[src/design/opfetch_params.svh]
/* core sizing macros
   ISSUE_DEPTH must be a power of two, since the queue pointers wrap on their own width */
`ifndef OPFETCH_PARAMS_SVH
`define OPFETCH_PARAMS_SVH

// operand word width
`define DATA_WIDTH	32

// reorder buffer entries, tag width follows
`define ROB_DEPTH	16

// entries per register file (gpr and fpr alike)
`define REG_COUNT	32

// issue queue slots, equals the issuer's starting credits
`define ISSUE_DEPTH	4

// credits the execution side grants after reset
`define EX_CREDITS	2

`endif
[src/design/pipe_pkg.sv]
/* pipeline control types, all widths derived from the sizing macros */
`include "opfetch_params.svh"

package pipe_pkg;

	// one operand word
	typedef logic [`DATA_WIDTH-1:0] data_t;

	// reorder buffer tag
	typedef logic [$clog2(`ROB_DEPTH)-1:0] rob_id_t;

	// holds 0 up to ISSUE_DEPTH inclusive
	typedef logic [$clog2(`ISSUE_DEPTH):0] credit_t;

	// slot index into the issue queue
	typedef logic [$clog2(`ISSUE_DEPTH)-1:0] qptr_t;

endpackage

[src/design/operand_pkg.sv]
/* operand encoding types shared by the issuer and the operand-read stage
   a rob source carries its tag in the low bits of the register address */
`include "opfetch_params.svh"

package operand_pkg;

	// where an operand comes from
	typedef enum logic [2:0] {
		TYPE_NONE,
		TYPE_GPR,
		TYPE_FPR,
		TYPE_IMM,
		TYPE_PC,
		TYPE_ROB
	} reg_type_e;

	typedef logic [$clog2(`REG_COUNT)-1:0] reg_addr_t;

	typedef struct packed {
		reg_type_e	regtype;
		reg_addr_t	addr;
	} reg_file_t;

	// raw immediate field widths
	typedef enum logic [1:0] {
		IMM_SIZE5,
		IMM_SIZE5_12,
		IMM_SIZE12,
		IMM_SIZE20
	} imm_size_e;

	typedef enum logic [1:0] {
		IMM_SHIFT0,
		IMM_SHIFT1,
		IMM_SHIFT12
	} imm_shift_e;

	// sign set means sign extension, clear means zero extension
	typedef struct packed {
		logic [19:0]	data;
		imm_size_e		size;
		imm_shift_e		shift;
		logic			sign;
	} imm_data_t;

endpackage

[src/design/regfile.sv]
/* two asynchronous read ports, one synchronous write port
   a read in the write cycle returns the old word */
`timescale 1ns/1ps
`include "opfetch_params.svh"

module regfile import operand_pkg::*, pipe_pkg::*; (
	input logic			clk,
	input logic			rst,
	input logic			we,
	input reg_addr_t	waddr,
	input data_t		wdata,
	input reg_addr_t	raddr1,
	input reg_addr_t	raddr2,
	output data_t		rdata1,
	output data_t		rdata2
);

	data_t regs [`REG_COUNT];

	// all words come up as zero
	always_ff @(posedge clk) begin
		if (rst) begin
			for (int i = 0; i < `REG_COUNT; i++) begin
				regs[i] <= '0;
			end
		end else if (we) begin
			regs[waddr] <= wdata;
		end
	end

	assign rdata1 = regs[raddr1];
	assign rdata2 = regs[raddr2];

endmodule

[config.mk]
export PLATFORM = sky130hd
export DESIGN_NAME = regfile
export DESIGN_NICKNAME = d
export VERILOG_FILES = /design/src/design/pipe_pkg.sv /design/src/design/operand_pkg.sv /design/src/design/regfile.sv
export VERILOG_INCLUDE_DIRS = /design/src /design/src/design
export SDC_FILE = /design/constraint.sdc
export NUM_CORES = 2
export LEC_CHECK = 0
export BUFFER_PORTS_ARGS = -buffer_cell sky130_fd_sc_hd__buf_4
export CORE_ASPECT_RATIO = 2
export CORE_MARGIN = 2
export CORE_UTILIZATION = 55
export CTS_CLUSTER_SIZE = 12
export DETAILED_ROUTE_END_ITERATION = 10
export MAX_ROUTING_LAYER = met4
export PLACE_DENSITY = 0.74
export SYNTH_ARGS = -nofsm -noshare
export SYNTH_HDL_FRONTEND = slang
export SYNTH_SLANG_ARGS = --single-unit
[constraint.sdc]
create_clock -name clk -period 2 [get_ports clk]
set_input_delay 0.4 -clock clk [delete_from_list [all_inputs] [get_ports clk]]
set_output_delay 0.4 -clock clk [all_outputs]
set_load 0.01 [all_outputs]
==> summary.txt <==
Logic synthesis
  – Library cells used by synthesis: 31
  – Synth Register Bits: a little over 1,000
  – Synthesized instance count: ~4,600
  – Syn avg cell area: about 12 sq um
  – Synth Net Count: 4,690
  – Async S/R FF share, synth: 0
  – Seq/Total Area, Yosys: 0.5445
  – EDFF count, synth: just over 1,000
  – Main synth FF type: edfxtp_1
  – Synthesized area: 56,470 sq um
  – Yosys synthesis warning count: 0

Setup path
  – Critical path class: flip-flop to primary output
  – Crit-path max FO: 2
  – Critical path endpoint category: primary output
  – Req. time, crit path: around 1.6 ns
  – WP data arrival: 2.19 ns
  – CP startpoint kind: flip-flop

Global routing
  – Remaining Overflow, GRT: 0
  – First-pass GRT wire length: ~290,000 um
  – Pin count of the biggest net entering global routing: 33
  – Antenna violations before repair: 10
  – Total GRT Usage: 0.3928
  – Vias in the first global route: around 42,000

CTS
  – TritonCTS clock tree: yes
  – Hold buffers post-CTS: 0
  – CTS buffer count: slightly below 100
  – Clock transition at path regs: 0.06 ns
  – Sink Count: around 1,000
  – Htree depth: 3
  – CTS max path bufs: 3
  – Root Driver: clkbuf_16

Placement
  – HPWL after DPL: roughly 130,000 um
  – Pre-CTS setup slack: -0.7121 ns
  – GP Congestion: approximately 0.95
  – Buffers on Ports: 113

Power and ir drop
  – Net Sw Frac: 0.2633
  – PD cells: 741.4 nW/um^2
  – Net switching power: around 13,000 uW
  – Maximum VDD drop: a little under 0.0007 V
  – Internal power: roughly 37,000 uW
  – Clk pwr share: 0.332
  – Leak: between 0.02 and 0.03 uW
  – Combinational share of power: 0.159
  – Share of power burned in registers: 0.509

Min path
  – Tightest Hold Check Type: input pin to flip-flop
  – Hold Crit Start: wdata[15]
  – Hold path depth: 2
  – Worst hold endpoint: regs[27][15]$_SDFFCE_PN0P_

Timing
  – Slew Limit Fails: 0
  – RSZ-0062 raised after global routing: true
  – Post-route clock period utilization: 1.297
  – Worst Setup Slack, final: -0.5932 ns
  – FMAX: 385.6 MHz
  – Final hold viol count: 0
  – Fin crit period: around 2.6 ns
  – Setup TNS: -30.06 ns
  – Worst-Margin Slew: between 0.5 and 0.6 ns
  – Slew HR: 0.6445
  – # setup viols final: between 60 and 70

Cells and area
  – Nets@finish: 4,996
  – Commonest non-fill, non-tap cells in the layout: and2_1 (1,024), edfxtp_1 (1,024), mux2i_1 (1,015)
  – Top Registers: regs x1024
  – Layout cells sized above 1: 0.1980
  – Largest register by flop count: regs
  – P&R area growth vs syn: 19.36%
  – Max FFs per register: a little over 1,000

Drt
  – Vias per inst: ~6.7
  – Drt drc: 0
  – Post-DR wirelength/cell: around 32 um
  – DR vias: approximately 42,000
  – Drt total wl: 203,300 um
  – First-pass iteration count of the detailed router: 6
  – DRT antenna net count: 0
  – Starting DRT DRC Count: 4,875

Run status
  – Run status: complete, but fails checks
  – Failing checks: negative setup slack

Die
  – # IOs: around 110
  – Initial core utilization: 0.5537
  – Die area: roughly 110,000 sq um
  – Core area: around 100,000 sq um
  – Die Height: roughly 460 um
  – Core Rows: ~170
  – Die width: 230.6 um

Flow run
  – Max Cap Viol: 0
==> through the flow <==
stage / util / power (uW) / instances / cell area [sq um] / hold slack [ns]
after global placement: 0.6169 / 32840 / 6164 / 62910 / 0.8986
final: 0.6609 / 49970 / 6328 / 67400 / 0.1785
after floorplan: - / 29430 / 4640 / 56490 / 0.5982
after global routing: 0.6607 / 51000 / 6320 / 67380 / 0.2075
after CTS: 0.6549 / 49590 / 6284 / 66790 / 0.1471
after detailed placement: 0.6169 / 33000 / 6164 / 62910 / 0.9082
==> how the worst max path moves through the flow <==
stage,start,end,slack (ns),cells after the start
6_report,regs[2][13]$_SDFFCE_PN0P_,rdata2[13],-0.59,7
4_1_cts,regs[0][5]$_SDFFCE_PN0P_,rdata2[5],-0.59,7
3_3_place_gp,raddr2[1],rdata2[2],-0.68,9
3_5_place_dp,raddr2[1],rdata2[2],-0.71,10
5_1_grt,regs[2][5]$_SDFFCE_PN0P_,rdata2[5],-0.67,7
2_1_floorplan,rst,regs[14][0]$_SDFFCE_PN0P_,0.05,4
==> layout make-up <==
| class | count | area, sq um |
|---|---|---|
| repair buffers | 655 | 7761 |
| flip-flops and latches | 1024 | 30750 |
| clock buffers | 109 | 2472 |
| fillers | 7259 | 34580 |
| clock inverters | 14 | 116.4 |
| well taps | 1344 | 1682 |
| multi-input cells | 3168 | 24580 |
| diodes | 14 | 35.03 |
==> Yosys cell counts (2+ instances only) <==
cell type,number,area [sq um]
a31oi_1,64,400.4
nor2b_1,4,25.02
edfxtp_1,1024,30750
clkbuf_2,66,330.3
buf_2,50,250.2
nand3b_1,3,22.52
nand2_1,195,732.0
nand2b_1,5,31.28
nor3_1,64,320.3
nor2_8,4,80.08
or3b_4,2,22.52
mux2i_1,1024,10250
a22oi_1,192,1441
a22o_1,128,1121
and2_1,1026,6419
buf_4,76,570.6
clkbuf_4,4,30.03
or2_2,34,212.7
a21oi_1,192,960.9
buf_6,43,484.2
nand3_1,193,965.9
nor2_4,10,112.6
nor2_1,22,82.58
buf_1,20,75.07
clkbuf_1,189,709.4
==> power by group through the flow <==
stage	registers (uW)	clock network [uW]	logic, uW
3_3_place_gp	25800	0	7090
4_1_cts	25400	16600	7640
6_report	25400	16600	7960
2_1_floorplan	25600	0	3810
3_5_place_dp	25800	0	7160
5_1_grt	25500	17200	8220
==> layer usage <==
| metal | global-route usage | part of all wire | wire, um |
|---|---|---|---|
| met1 | 0.4369 | 0.33 | 67850 |
| met5 | - | 0 | 0 |
| met3 | 0.07759 | 0.098 | 19880 |
| met2 | 0.6330 | 0.48 | 98380 |
| met4 | 0.2754 | 0.084 | 17150 |
==> repair_timing <==
action / in CTS / in global routing
setup endpoints to repair: 64 / 64
cloned: 5 / 2
resized for setup: 214 / 57
setup buffers: 15 / 28
pin swaps: 117 / 102
==> cells by family (layout without fill, tap and decap cells) <==
kind of cell,Yosys count,count (layout),synth area share
AOI/OAI and AO/OA,576,576,0.06949
muxes,1024,1024,0.1815
and+or+nand+nor,1568,1568,0.1611
other,0,14,0
DFF,1024,1024,0.5445
buffers and inverters,448,778,0.04338
==> worst max-delay path, stage by stage (launching register included) <==
cell and delay (ns):
edfxtp_1 0.40, mux2i_1 0.22, a22o_1 0.18, nor3_1 0.05
a31oi_1 0.20, buf_4 0.21, nand3_4 0.08, buf_6 0.13
No activity file was read; power rests on OpenSTA's default activity.
