`src/design/opfetch_params.svh`:
```
/* core sizing macros
   ISSUE_DEPTH must be a power of two, since the queue pointers wrap on their own width */
`ifndef OPFETCH_PARAMS_SVH
`define OPFETCH_PARAMS_SVH

// operand word width
`define DATA_WIDTH	32

// reorder buffer entries, tag width follows
`define ROB_DEPTH	16

// entries per register file (gpr and fpr alike)
`define REG_COUNT	32

// issue queue slots, equals the issuer's starting credits
`define ISSUE_DEPTH	4

// credits the execution side grants after reset
`define EX_CREDITS	2

`endif
```
`src/design/pipe_pkg.sv`:
```
/* pipeline control types, all widths derived from the sizing macros */
`include "opfetch_params.svh"

package pipe_pkg;

	// one operand word
	typedef logic [`DATA_WIDTH-1:0] data_t;

	// reorder buffer tag
	typedef logic [$clog2(`ROB_DEPTH)-1:0] rob_id_t;

	// holds 0 up to ISSUE_DEPTH inclusive
	typedef logic [$clog2(`ISSUE_DEPTH):0] credit_t;

	// slot index into the issue queue
	typedef logic [$clog2(`ISSUE_DEPTH)-1:0] qptr_t;

endpackage

```
`src/design/operand_pkg.sv`:
```
/* operand encoding types shared by the issuer and the operand-read stage
   a rob source carries its tag in the low bits of the register address */
`include "opfetch_params.svh"

package operand_pkg;

	// where an operand comes from
	typedef enum logic [2:0] {
		TYPE_NONE,
		TYPE_GPR,
		TYPE_FPR,
		TYPE_IMM,
		TYPE_PC,
		TYPE_ROB
	} reg_type_e;

	typedef logic [$clog2(`REG_COUNT)-1:0] reg_addr_t;

	typedef struct packed {
		reg_type_e	regtype;
		reg_addr_t	addr;
	} reg_file_t;

	// raw immediate field widths
	typedef enum logic [1:0] {
		IMM_SIZE5,
		IMM_SIZE5_12,
		IMM_SIZE12,
		IMM_SIZE20
	} imm_size_e;

	typedef enum logic [1:0] {
		IMM_SHIFT0,
		IMM_SHIFT1,
		IMM_SHIFT12
	} imm_shift_e;

	// sign set means sign extension, clear means zero extension
	typedef struct packed {
		logic [19:0]	data;
		imm_size_e		size;
		imm_shift_e		shift;
		logic			sign;
	} imm_data_t;

endpackage

```
`src/design/operand_mux.sv`:
```
/* purely combinational operand selection, no wakeup
   an unmatched rob source comes out disabled with zero data, wb and commit never share a tag */
`timescale 1ns/1ps

module operand_mux import operand_pkg::*, pipe_pkg::*; (
	input reg_file_t	issue_rs1,
	input reg_file_t	issue_rs2,
	input imm_data_t	issue_imm,
	input data_t		pc,

	input logic			wb_e_,
	input rob_id_t		wb_rob_id,
	input data_t		wb_data,

	input logic			commit_e_,
	input rob_id_t		commit_rob_id,
	input data_t		commit_data,

	input data_t		gpr_data1,
	input data_t		gpr_data2,
	input data_t		fpr_data1,
	input data_t		fpr_data2,
	output reg_addr_t	gpr_addr1,
	output reg_addr_t	gpr_addr2,
	output reg_addr_t	fpr_addr1,
	output reg_addr_t	fpr_addr2,

	output data_t		data1,
	output data_t		data2,
	output logic		data1_e_,
	output logic		data2_e_
);

	localparam int DW = $bits(data_t);
	localparam int TAG_W = $bits(rob_id_t);

	// data with its active-low enable
	typedef struct packed {
		data_t	data;
		logic	data_e_;
	} opnd_t;

	data_t	imm_ext5;
	data_t	imm_ext12;
	data_t	imm_ext20;
	data_t	imm_data;
	opnd_t	byp1;
	opnd_t	byp2;
	opnd_t	sel1;
	opnd_t	sel2;

	// writeback checked first, commit second
	function automatic opnd_t rob_bypass(
		input rob_id_t	tag,
		input logic		wb_en_,
		input rob_id_t	wb_tag,
		input data_t	wb_word,
		input logic		com_en_,
		input rob_id_t	com_tag,
		input data_t	com_word
	);
		opnd_t res;
		res = '{data: '0, data_e_: 1'b1};
		if (!wb_en_ && (tag == wb_tag)) begin
			res = '{data: wb_word, data_e_: 1'b0};
		end else if (!com_en_ && (tag == com_tag)) begin
			res = '{data: com_word, data_e_: 1'b0};
		end
		return res;
	endfunction

	function automatic opnd_t sel_operand(
		input reg_file_t	rs,
		input data_t		gpr,
		input data_t		fpr,
		input opnd_t		byp,
		input data_t		pc_word,
		input data_t		imm
	);
		opnd_t res;
		// none source gives zero, still enabled
		res = '{data: '0, data_e_: 1'b0};
		case (rs.regtype)
			TYPE_GPR: res.data = gpr;
			TYPE_FPR: res.data = fpr;
			TYPE_IMM: res.data = imm;
			TYPE_PC: res.data = pc_word;
			TYPE_ROB: res = byp;
			default: res.data = '0;
		endcase
		return res;
	endfunction

	// read ports idle at zero unless used
	assign gpr_addr1 = (issue_rs1.regtype == TYPE_GPR) ? issue_rs1.addr : '0;
	assign gpr_addr2 = (issue_rs2.regtype == TYPE_GPR) ? issue_rs2.addr : '0;
	assign fpr_addr1 = (issue_rs1.regtype == TYPE_FPR) ? issue_rs1.addr : '0;
	assign fpr_addr2 = (issue_rs2.regtype == TYPE_FPR) ? issue_rs2.addr : '0;

	assign byp1 = rob_bypass(issue_rs1.addr[TAG_W-1:0], wb_e_, wb_rob_id, wb_data,
		commit_e_, commit_rob_id, commit_data);
	assign byp2 = rob_bypass(issue_rs2.addr[TAG_W-1:0], wb_e_, wb_rob_id, wb_data,
		commit_e_, commit_rob_id, commit_data);

	assign sel1 = sel_operand(issue_rs1, gpr_data1, fpr_data1, byp1, pc, imm_data);
	assign sel2 = sel_operand(issue_rs2, gpr_data2, fpr_data2, byp2, pc, imm_data);

	assign data1 = sel1.data;
	assign data1_e_ = sel1.data_e_;
	assign data2 = sel2.data;
	assign data2_e_ = sel2.data_e_;

	// extend first, then shift into place
	assign imm_ext5 = {{(DW-5){issue_imm.sign & issue_imm.data[4]}}, issue_imm.data[4:0]};
	assign imm_ext12 = {{(DW-12){issue_imm.sign & issue_imm.data[11]}}, issue_imm.data[11:0]};
	assign imm_ext20 = {{(DW-20){issue_imm.sign & issue_imm.data[19]}}, issue_imm.data};

	always_comb begin
		case (issue_imm.size)
			IMM_SIZE5: imm_data = imm_ext5;
			IMM_SIZE12: imm_data = (issue_imm.shift == IMM_SHIFT1) ? imm_ext12 << 1 : imm_ext12;
			// branch offsets shift by one, upper immediates by twelve
			IMM_SIZE20: imm_data = (issue_imm.shift == IMM_SHIFT1) ? imm_ext20 << 1 : imm_ext20 << 12;
			// csr form left packed for a later unpack
			default: imm_data = {{(DW-20){1'b0}}, issue_imm.data};
		endcase
	end

endmodule

```
`config.mk`:
```
export PLATFORM = sky130hd
export DESIGN_NAME = operand_mux
export DESIGN_NICKNAME = d
export VERILOG_FILES = /design/src/design/pipe_pkg.sv /design/src/design/operand_pkg.sv /design/src/design/operand_mux.sv
export VERILOG_INCLUDE_DIRS = /design/src /design/src/design
export SDC_FILE = /design/constraint.sdc
export NUM_CORES = 1
export LEC_CHECK = 0
export ABC_AREA = 0
export BUFFER_PORTS_ARGS = -buffer_cell sky130_fd_sc_hd__buf_2
export CELL_PAD_IN_SITES_DETAIL_PLACEMENT = 1
export CELL_PAD_IN_SITES_GLOBAL_PLACEMENT = 2
export CORE_ASPECT_RATIO = 0.75
export CORE_MARGIN = 3
export CORE_UTILIZATION = 18
export DETAILED_ROUTE_END_ITERATION = 10
export PLACE_DENSITY_LB_ADDON = 0.1
export REMOVE_ABC_BUFFERS = 1
export SYNTH_ARGS = -nofsm -noshare
export SYNTH_HDL_FRONTEND = slang
export SYNTH_SLANG_ARGS = --single-unit
```
`constraint.sdc`:
```
create_clock -name vclk -period 2.6
set_input_delay 0.13 -clock vclk [all_inputs]
set_output_delay 0.13 -clock vclk [all_outputs]
set_load 0.01 [all_outputs]
```
==> results of run 1 <==
-- logic make-up after synthesis --
family          count (synthesis)  share of synthesized area [%]
simple gates                  150                           21.8
mux                             9                           2.62
compound gates                266                           63.7
xor+xnor                       13                           3.31
buf+inv                        64                           8.51
-- metal layers --
metal,vias up,track usage (%),part of all wire (%)
met1,2862,30.3,44
met3,18,3.06,7.5
met2,272,39.2,47
met5,-,0,0.11
li1,2745,-,-
met4,4,3.33,1.1
-- cells in the mapped netlist, types with 2 or more instances --
library cell | n | area share, %
and2_1 | 20 | 3.6
or2_2 | 2 | 0.36
o21ai_1 | 3 | 0.44
clkbuf_1 | 23 | 2.5
xor2_1 | 9 | 2.3
a221o_1 | 91 | 26
a2bb2oi_1 | 12 | 3.1
a32o_1 | 11 | 3.2
nor3_1 | 2 | 0.29
buf_1 | 2 | 0.22
clkbuf_2 | 2 | 0.29
inv_1 | 4 | 0.44
o211ai_1 | 2 | 0.44
buf_4 | 4 | 0.87
o221ai_1 | 20 | 5.1
nand2b_1 | 2 | 0.36
nand4_1 | 2 | 0.36
nor2_1 | 44 | 4.8
o21a_1 | 7 | 1.5
and3b_1 | 3 | 0.76
nand2_1 | 47 | 5.1
nor2b_1 | 10 | 1.8
a22oi_1 | 64 | 14
mux2i_1 | 9 | 2.6
a21o_1 | 4 | 0.87
nand3b_1 | 10 | 2.2
a21oi_1 | 10 | 1.5
xnor2_1 | 4 | 1.0
o21ai_0 | 34 | 4.9
buf_2 | 28 | 4.1
nor3b_1 | 2 | 0.44
-- per-stage QoR --
step | TNS (ns) | utilization, % | hold slack, ns | instances
final | 0 | 29.8 | 0.562 | 1078
after global routing | 0 | 29.8 | 0.594 | 1078
after CTS | 0 | 29.7 | 0.565 | 1074
after detailed placement | 0 | 29.7 | 0.560 | 1074
after global placement | 0 | 29.7 | 0.562 | 1074
after floorplan | -17.23 | - | 0.389 | 443
-- how the worst min path moves through the flow --
stage                         to  depth (start not counted)  slack, ns       startpoint
CTS                 gpr_addr1[4]                          3       0.56     issue_rs1[4]
global placement    gpr_addr1[4]                          3       0.56     issue_rs1[4]
global route        gpr_addr1[4]                          3       0.59     issue_rs1[4]
finish              gpr_addr1[4]                          3       0.56     issue_rs1[4]
detailed placement  gpr_addr1[4]                          3       0.56     issue_rs1[4]
floorplan              data1[20]                          1       0.39  commit_data[20]
-- worst max-delay path: stages --
cell and delay [ns]:
buf_2 0.12, xor2_1 0.16, nor3_1 0.27, o211ai_1 0.22, nor2_4 0.76, a221o_1 0.32, buf_2 0.15
-- power breakdown --
part | switching, mW | leakage (nW) | internal [mW] | total (mW)
Sequential | 0 | 0 | 0 | 0
Combinational | 0.535 | 2.76 | 0.460 | 0.995
Clock | 0 | 0.0000254 | 0.000000206 | 0.000000206
Total | 0.535 | 2.76 | 0.460 | 0.995
-- layout make-up --
class | instances | share of cell area, %
multi-input cells | 438 | 58.0
repair buffers | 384 | 35.9
well taps | 247 | 5.58
inverters | 5 | 0.339
diodes | 4 | 0.181
==> flow_metrics.tcl, run 1 <==
set metrics [dict create \
    placed_area_um2 5530 \
    finalMaxSlewViolations 0 \
    num_rows 43 \
    finalCritPeriodShare_pct 87.4 \
    postCtsHoldBufs 0 \
    routedWlPerCell_um 23.7 \
    tightest_slew_ns 1.01 \
    min_path_type "primary input to output pin" \
    p_total_uw 995 \
    cts_resized 0 \
    numPortBuffers 361 \
    maxSlewHeadroom_pct 32.6 \
    required_ns 2.47 \
    clock.fmax_ghz 0.440 \
    mostFrequentLayoutCell "buf_2" \
    grt_setup_unrepaired "no" \
    place.gp.congestion 0.883 \
    antenna_found_initial 6 \
    endpoint "data1[30]" \
    end_kind "output pin" \
    post_cts_buffers 0 \
    drt_iter0_drc 365 \
    final-setup-viol-count 0 \
    leakagePower_nw 2.76 \
    synthCells 502 \
    vias 5901 \
    grt_pass1_wl_um 36900 \
    vias_per_cell 5.47 \
    core_region_area_um2 18600 \
    final.setup.worst_slack_ns 0.329 \
    die_w_um 166 \
    layout_common_cells "buf_2, a221o_1, a22oi_1, nand2_1, nor2_1" \
    wirelength_um 25600 \
    syn2layout_area_growth_pct 61.2 \
    synth.avg_cell_area_um2 6.85 \
    finalNetCount 1104 \
    drc 0 \
    ff_latch_area_um2 0 \
    maxCapViolCount 0 \
    grt_max_degree 36 \
    arrival_ns 2.14 \
    hold_viol 0 \
    grt_usage_pct 22.6 \
    status "complete, no violations" \
    setup.worst_path.start "commit_rob_id[2]" \
    multi_input_area_um2 3210 \
    first_pass_iters 5 \
    critPathKind "primary input to output pin" \
    power.density_nw_per_um2 180 \
    final_area_um2 5540 \
    n_fill_cell 2408 \
    grt_pass1_vias 6252 \
    drtAntennaViolNets 0 \
    synth_seq_area_share_pct 0 \
    io_pins 361 \
    yosysWarnings 0 \
    synth_area_um2 3440 \
    die_area_um2 20800 \
    ys_types 46 \
    seq_cell_count 0 \
    clockBufferCount 0 \
    startpoint_type "primary input" \
    dp_slack_ns 0.290 \
    start_util_pct 18.5 \
    hpwl_um 20900 \
    grt_overflow_total 0 \
    post-route-min-period_ns 2.27 \
    drive_above_1_share_pct 48.7 \
    crit_path_max_fanout 31 \
    peakVddDrop_v 0.0000457 \
    die_h_um 126 \
]
(Power assumes the default switching activity.)
==> run 2: changes to the inputs <==
--- a/config.mk
+++ b/config.mk
@@ -12,8 +12,9 @@
 export CELL_PAD_IN_SITES_GLOBAL_PLACEMENT = 2
 export CORE_ASPECT_RATIO = 0.75
 export CORE_MARGIN = 3
-export CORE_UTILIZATION = 18
+export CORE_UTILIZATION = 16
 export DETAILED_ROUTE_END_ITERATION = 10
+export GPL_ROUTABILITY_DRIVEN = 0
 export PLACE_DENSITY_LB_ADDON = 0.1
 export REMOVE_ABC_BUFFERS = 1
 export SYNTH_ARGS = -nofsm -noshare
==> constraint.sdc (replaced) <==
create_clock -name vclk -period 2.5
set_input_delay 0.125 -clock vclk [all_inputs]
set_output_delay 0.125 -clock vclk [all_outputs]
set_load 0.01 [all_outputs]
==> run 2 against run 1 <==
Utilization fell by 2.6 points; cell area rose by 1.4%; global-route usage fell by 1.1 points; via count rose by 0.53%; worst setup slack got worse by 0.087 ns; sequential share of layout area did not move; combinational power rose by 6%; routed wire length rose by 5.7%; die area rose by 12%; hold slack got worse by 0.0097 ns; critical path depth did not move; power rose by 5.5%.
==> flow_metrics.tcl, run 2 (synthesis results as in run 1) <==
set metrics [dict create \
    finalNetCount 1107 \
    grt_usage_pct 21.4 \
    drive_above_1_share_pct 48.9 \
    maxCapViolCount 0 \
    startpoint_type "primary input" \
    fin_util_pct 27.2 \
    first_pass_iters 4 \
    grt_setup_unrepaired "no" \
    ff_latch_area_um2 0 \
    clock.fmax_ghz 0.443 \
    core_region_area_um2 20700 \
    die_h_um 133 \
    arrival_ns 2.13 \
    post-route-min-period_ns 2.26 \
    dp_slack_ns 0.256 \
    hpwl_um 22100 \
    required_ns 2.38 \
    finalMaxSlewViolations 0 \
    num_rows 45 \
    grt_max_degree 38 \
    vias 5932 \
    critPathKind "primary input to output pin" \
    seq_cell_count 0 \
    maxSlewHeadroom_pct 33.5 \
    tns_ns 0 \
    leakagePower_nw 2.78 \
    tightest_slew_ns 0.995 \
    final-setup-viol-count 0 \
    die_area_um2 23300 \
    numPortBuffers 361 \
    layout_common_cells "buf_2, a221o_1, a22oi_1, nand2_1, nor2_1" \
    drtAntennaViolNets 0 \
    wirelength_um 27000 \
    drc 0 \
    grt_overflow_total 0 \
    routedWlPerCell_um 24.3 \
    clockBufferCount 0 \
    die_w_um 175 \
    status "complete, no violations" \
    crit_path_max_fanout 31 \
    vias_per_cell 5.32 \
    grt_pass1_wl_um 39300 \
    place_inst 1112 \
    mostFrequentLayoutCell "buf_2" \
    start_util_pct 16.6 \
    cts_resized 0 \
    postCtsHoldBufs 0 \
    antenna_found_initial 6 \
    post_cts_buffers 0 \
    n_fill_cell 2689 \
    peakVddDrop_v 0.0000480 \
    final.setup.worst_slack_ns 0.242 \
    drt_iter0_drc 291 \
    syn2layout_area_growth_pct 63.4 \
    grt_pass1_vias 6442 \
    io_pins 361 \
    power.density_nw_per_um2 187 \
    end_kind "output pin" \
    final_cells 1115 \
    hold_viol 0 \
    min_path_type "primary input to output pin" \
    finalCritPeriodShare_pct 90.3 \
]
run 2: cell types whose count changed in the layout (fill, tap and decap cells not counted), sizes merged:
| cell | before | now |
|---|---|---|
| buf | 384 | 387 |
| diode | 4 | 3 |
run 2: routing by layer:
| metal | global-route usage, % | wire length, um |
|---|---|---|
| met5 | 0 | 41 |
| met1 | 27.3 | 11800 |
| met2 | 37.9 | 12800 |
| met4 | 3.14 | 353 |
| met3 | 4.70 | 2070 |
run 2: final timing paths:
check            to  depth (start not counted)              from  slack [ns]
max       data1[23]                          7  commit_rob_id[2]        0.24
min    gpr_addr2[4]                          3      issue_rs2[4]        0.55
run 2: layout make-up:
type	count	area [um^2]	area share, %
well taps	282	353	6.28
inverters	5	18.8	0.334
diodes	3	7.51	0.134
multi-input cells	438	3210	57.2
repair buffers	387	2030	36.1
run 2: critical path, cell delays in order:
cell and delay, ns:
buf_2 0.12, xor2_1 0.16, nor3_1 0.29, o211ai_1 0.22
nor2_4 0.79, a221o_1 0.29, buf_2 0.13
run 2: per-stage QoR:
stage	area, um^2	hold slack [ns]	power (mW)
after floorplan	3160	0.379	0.460
after global placement	5610	0.551	1.04
after detailed placement	5610	0.555	1.05
after CTS	5610	0.558	1.06
after global routing	5620	0.569	1.15
final	5620	0.553	1.05
run 2: power by group:
group          switching, mW  internal (mW)   total [mW]  leakage (nW)
combinational          0.567          0.484         1.05          2.78
clock                      0    0.000000161  0.000000161     0.0000190
sequential                 0              0            0             0
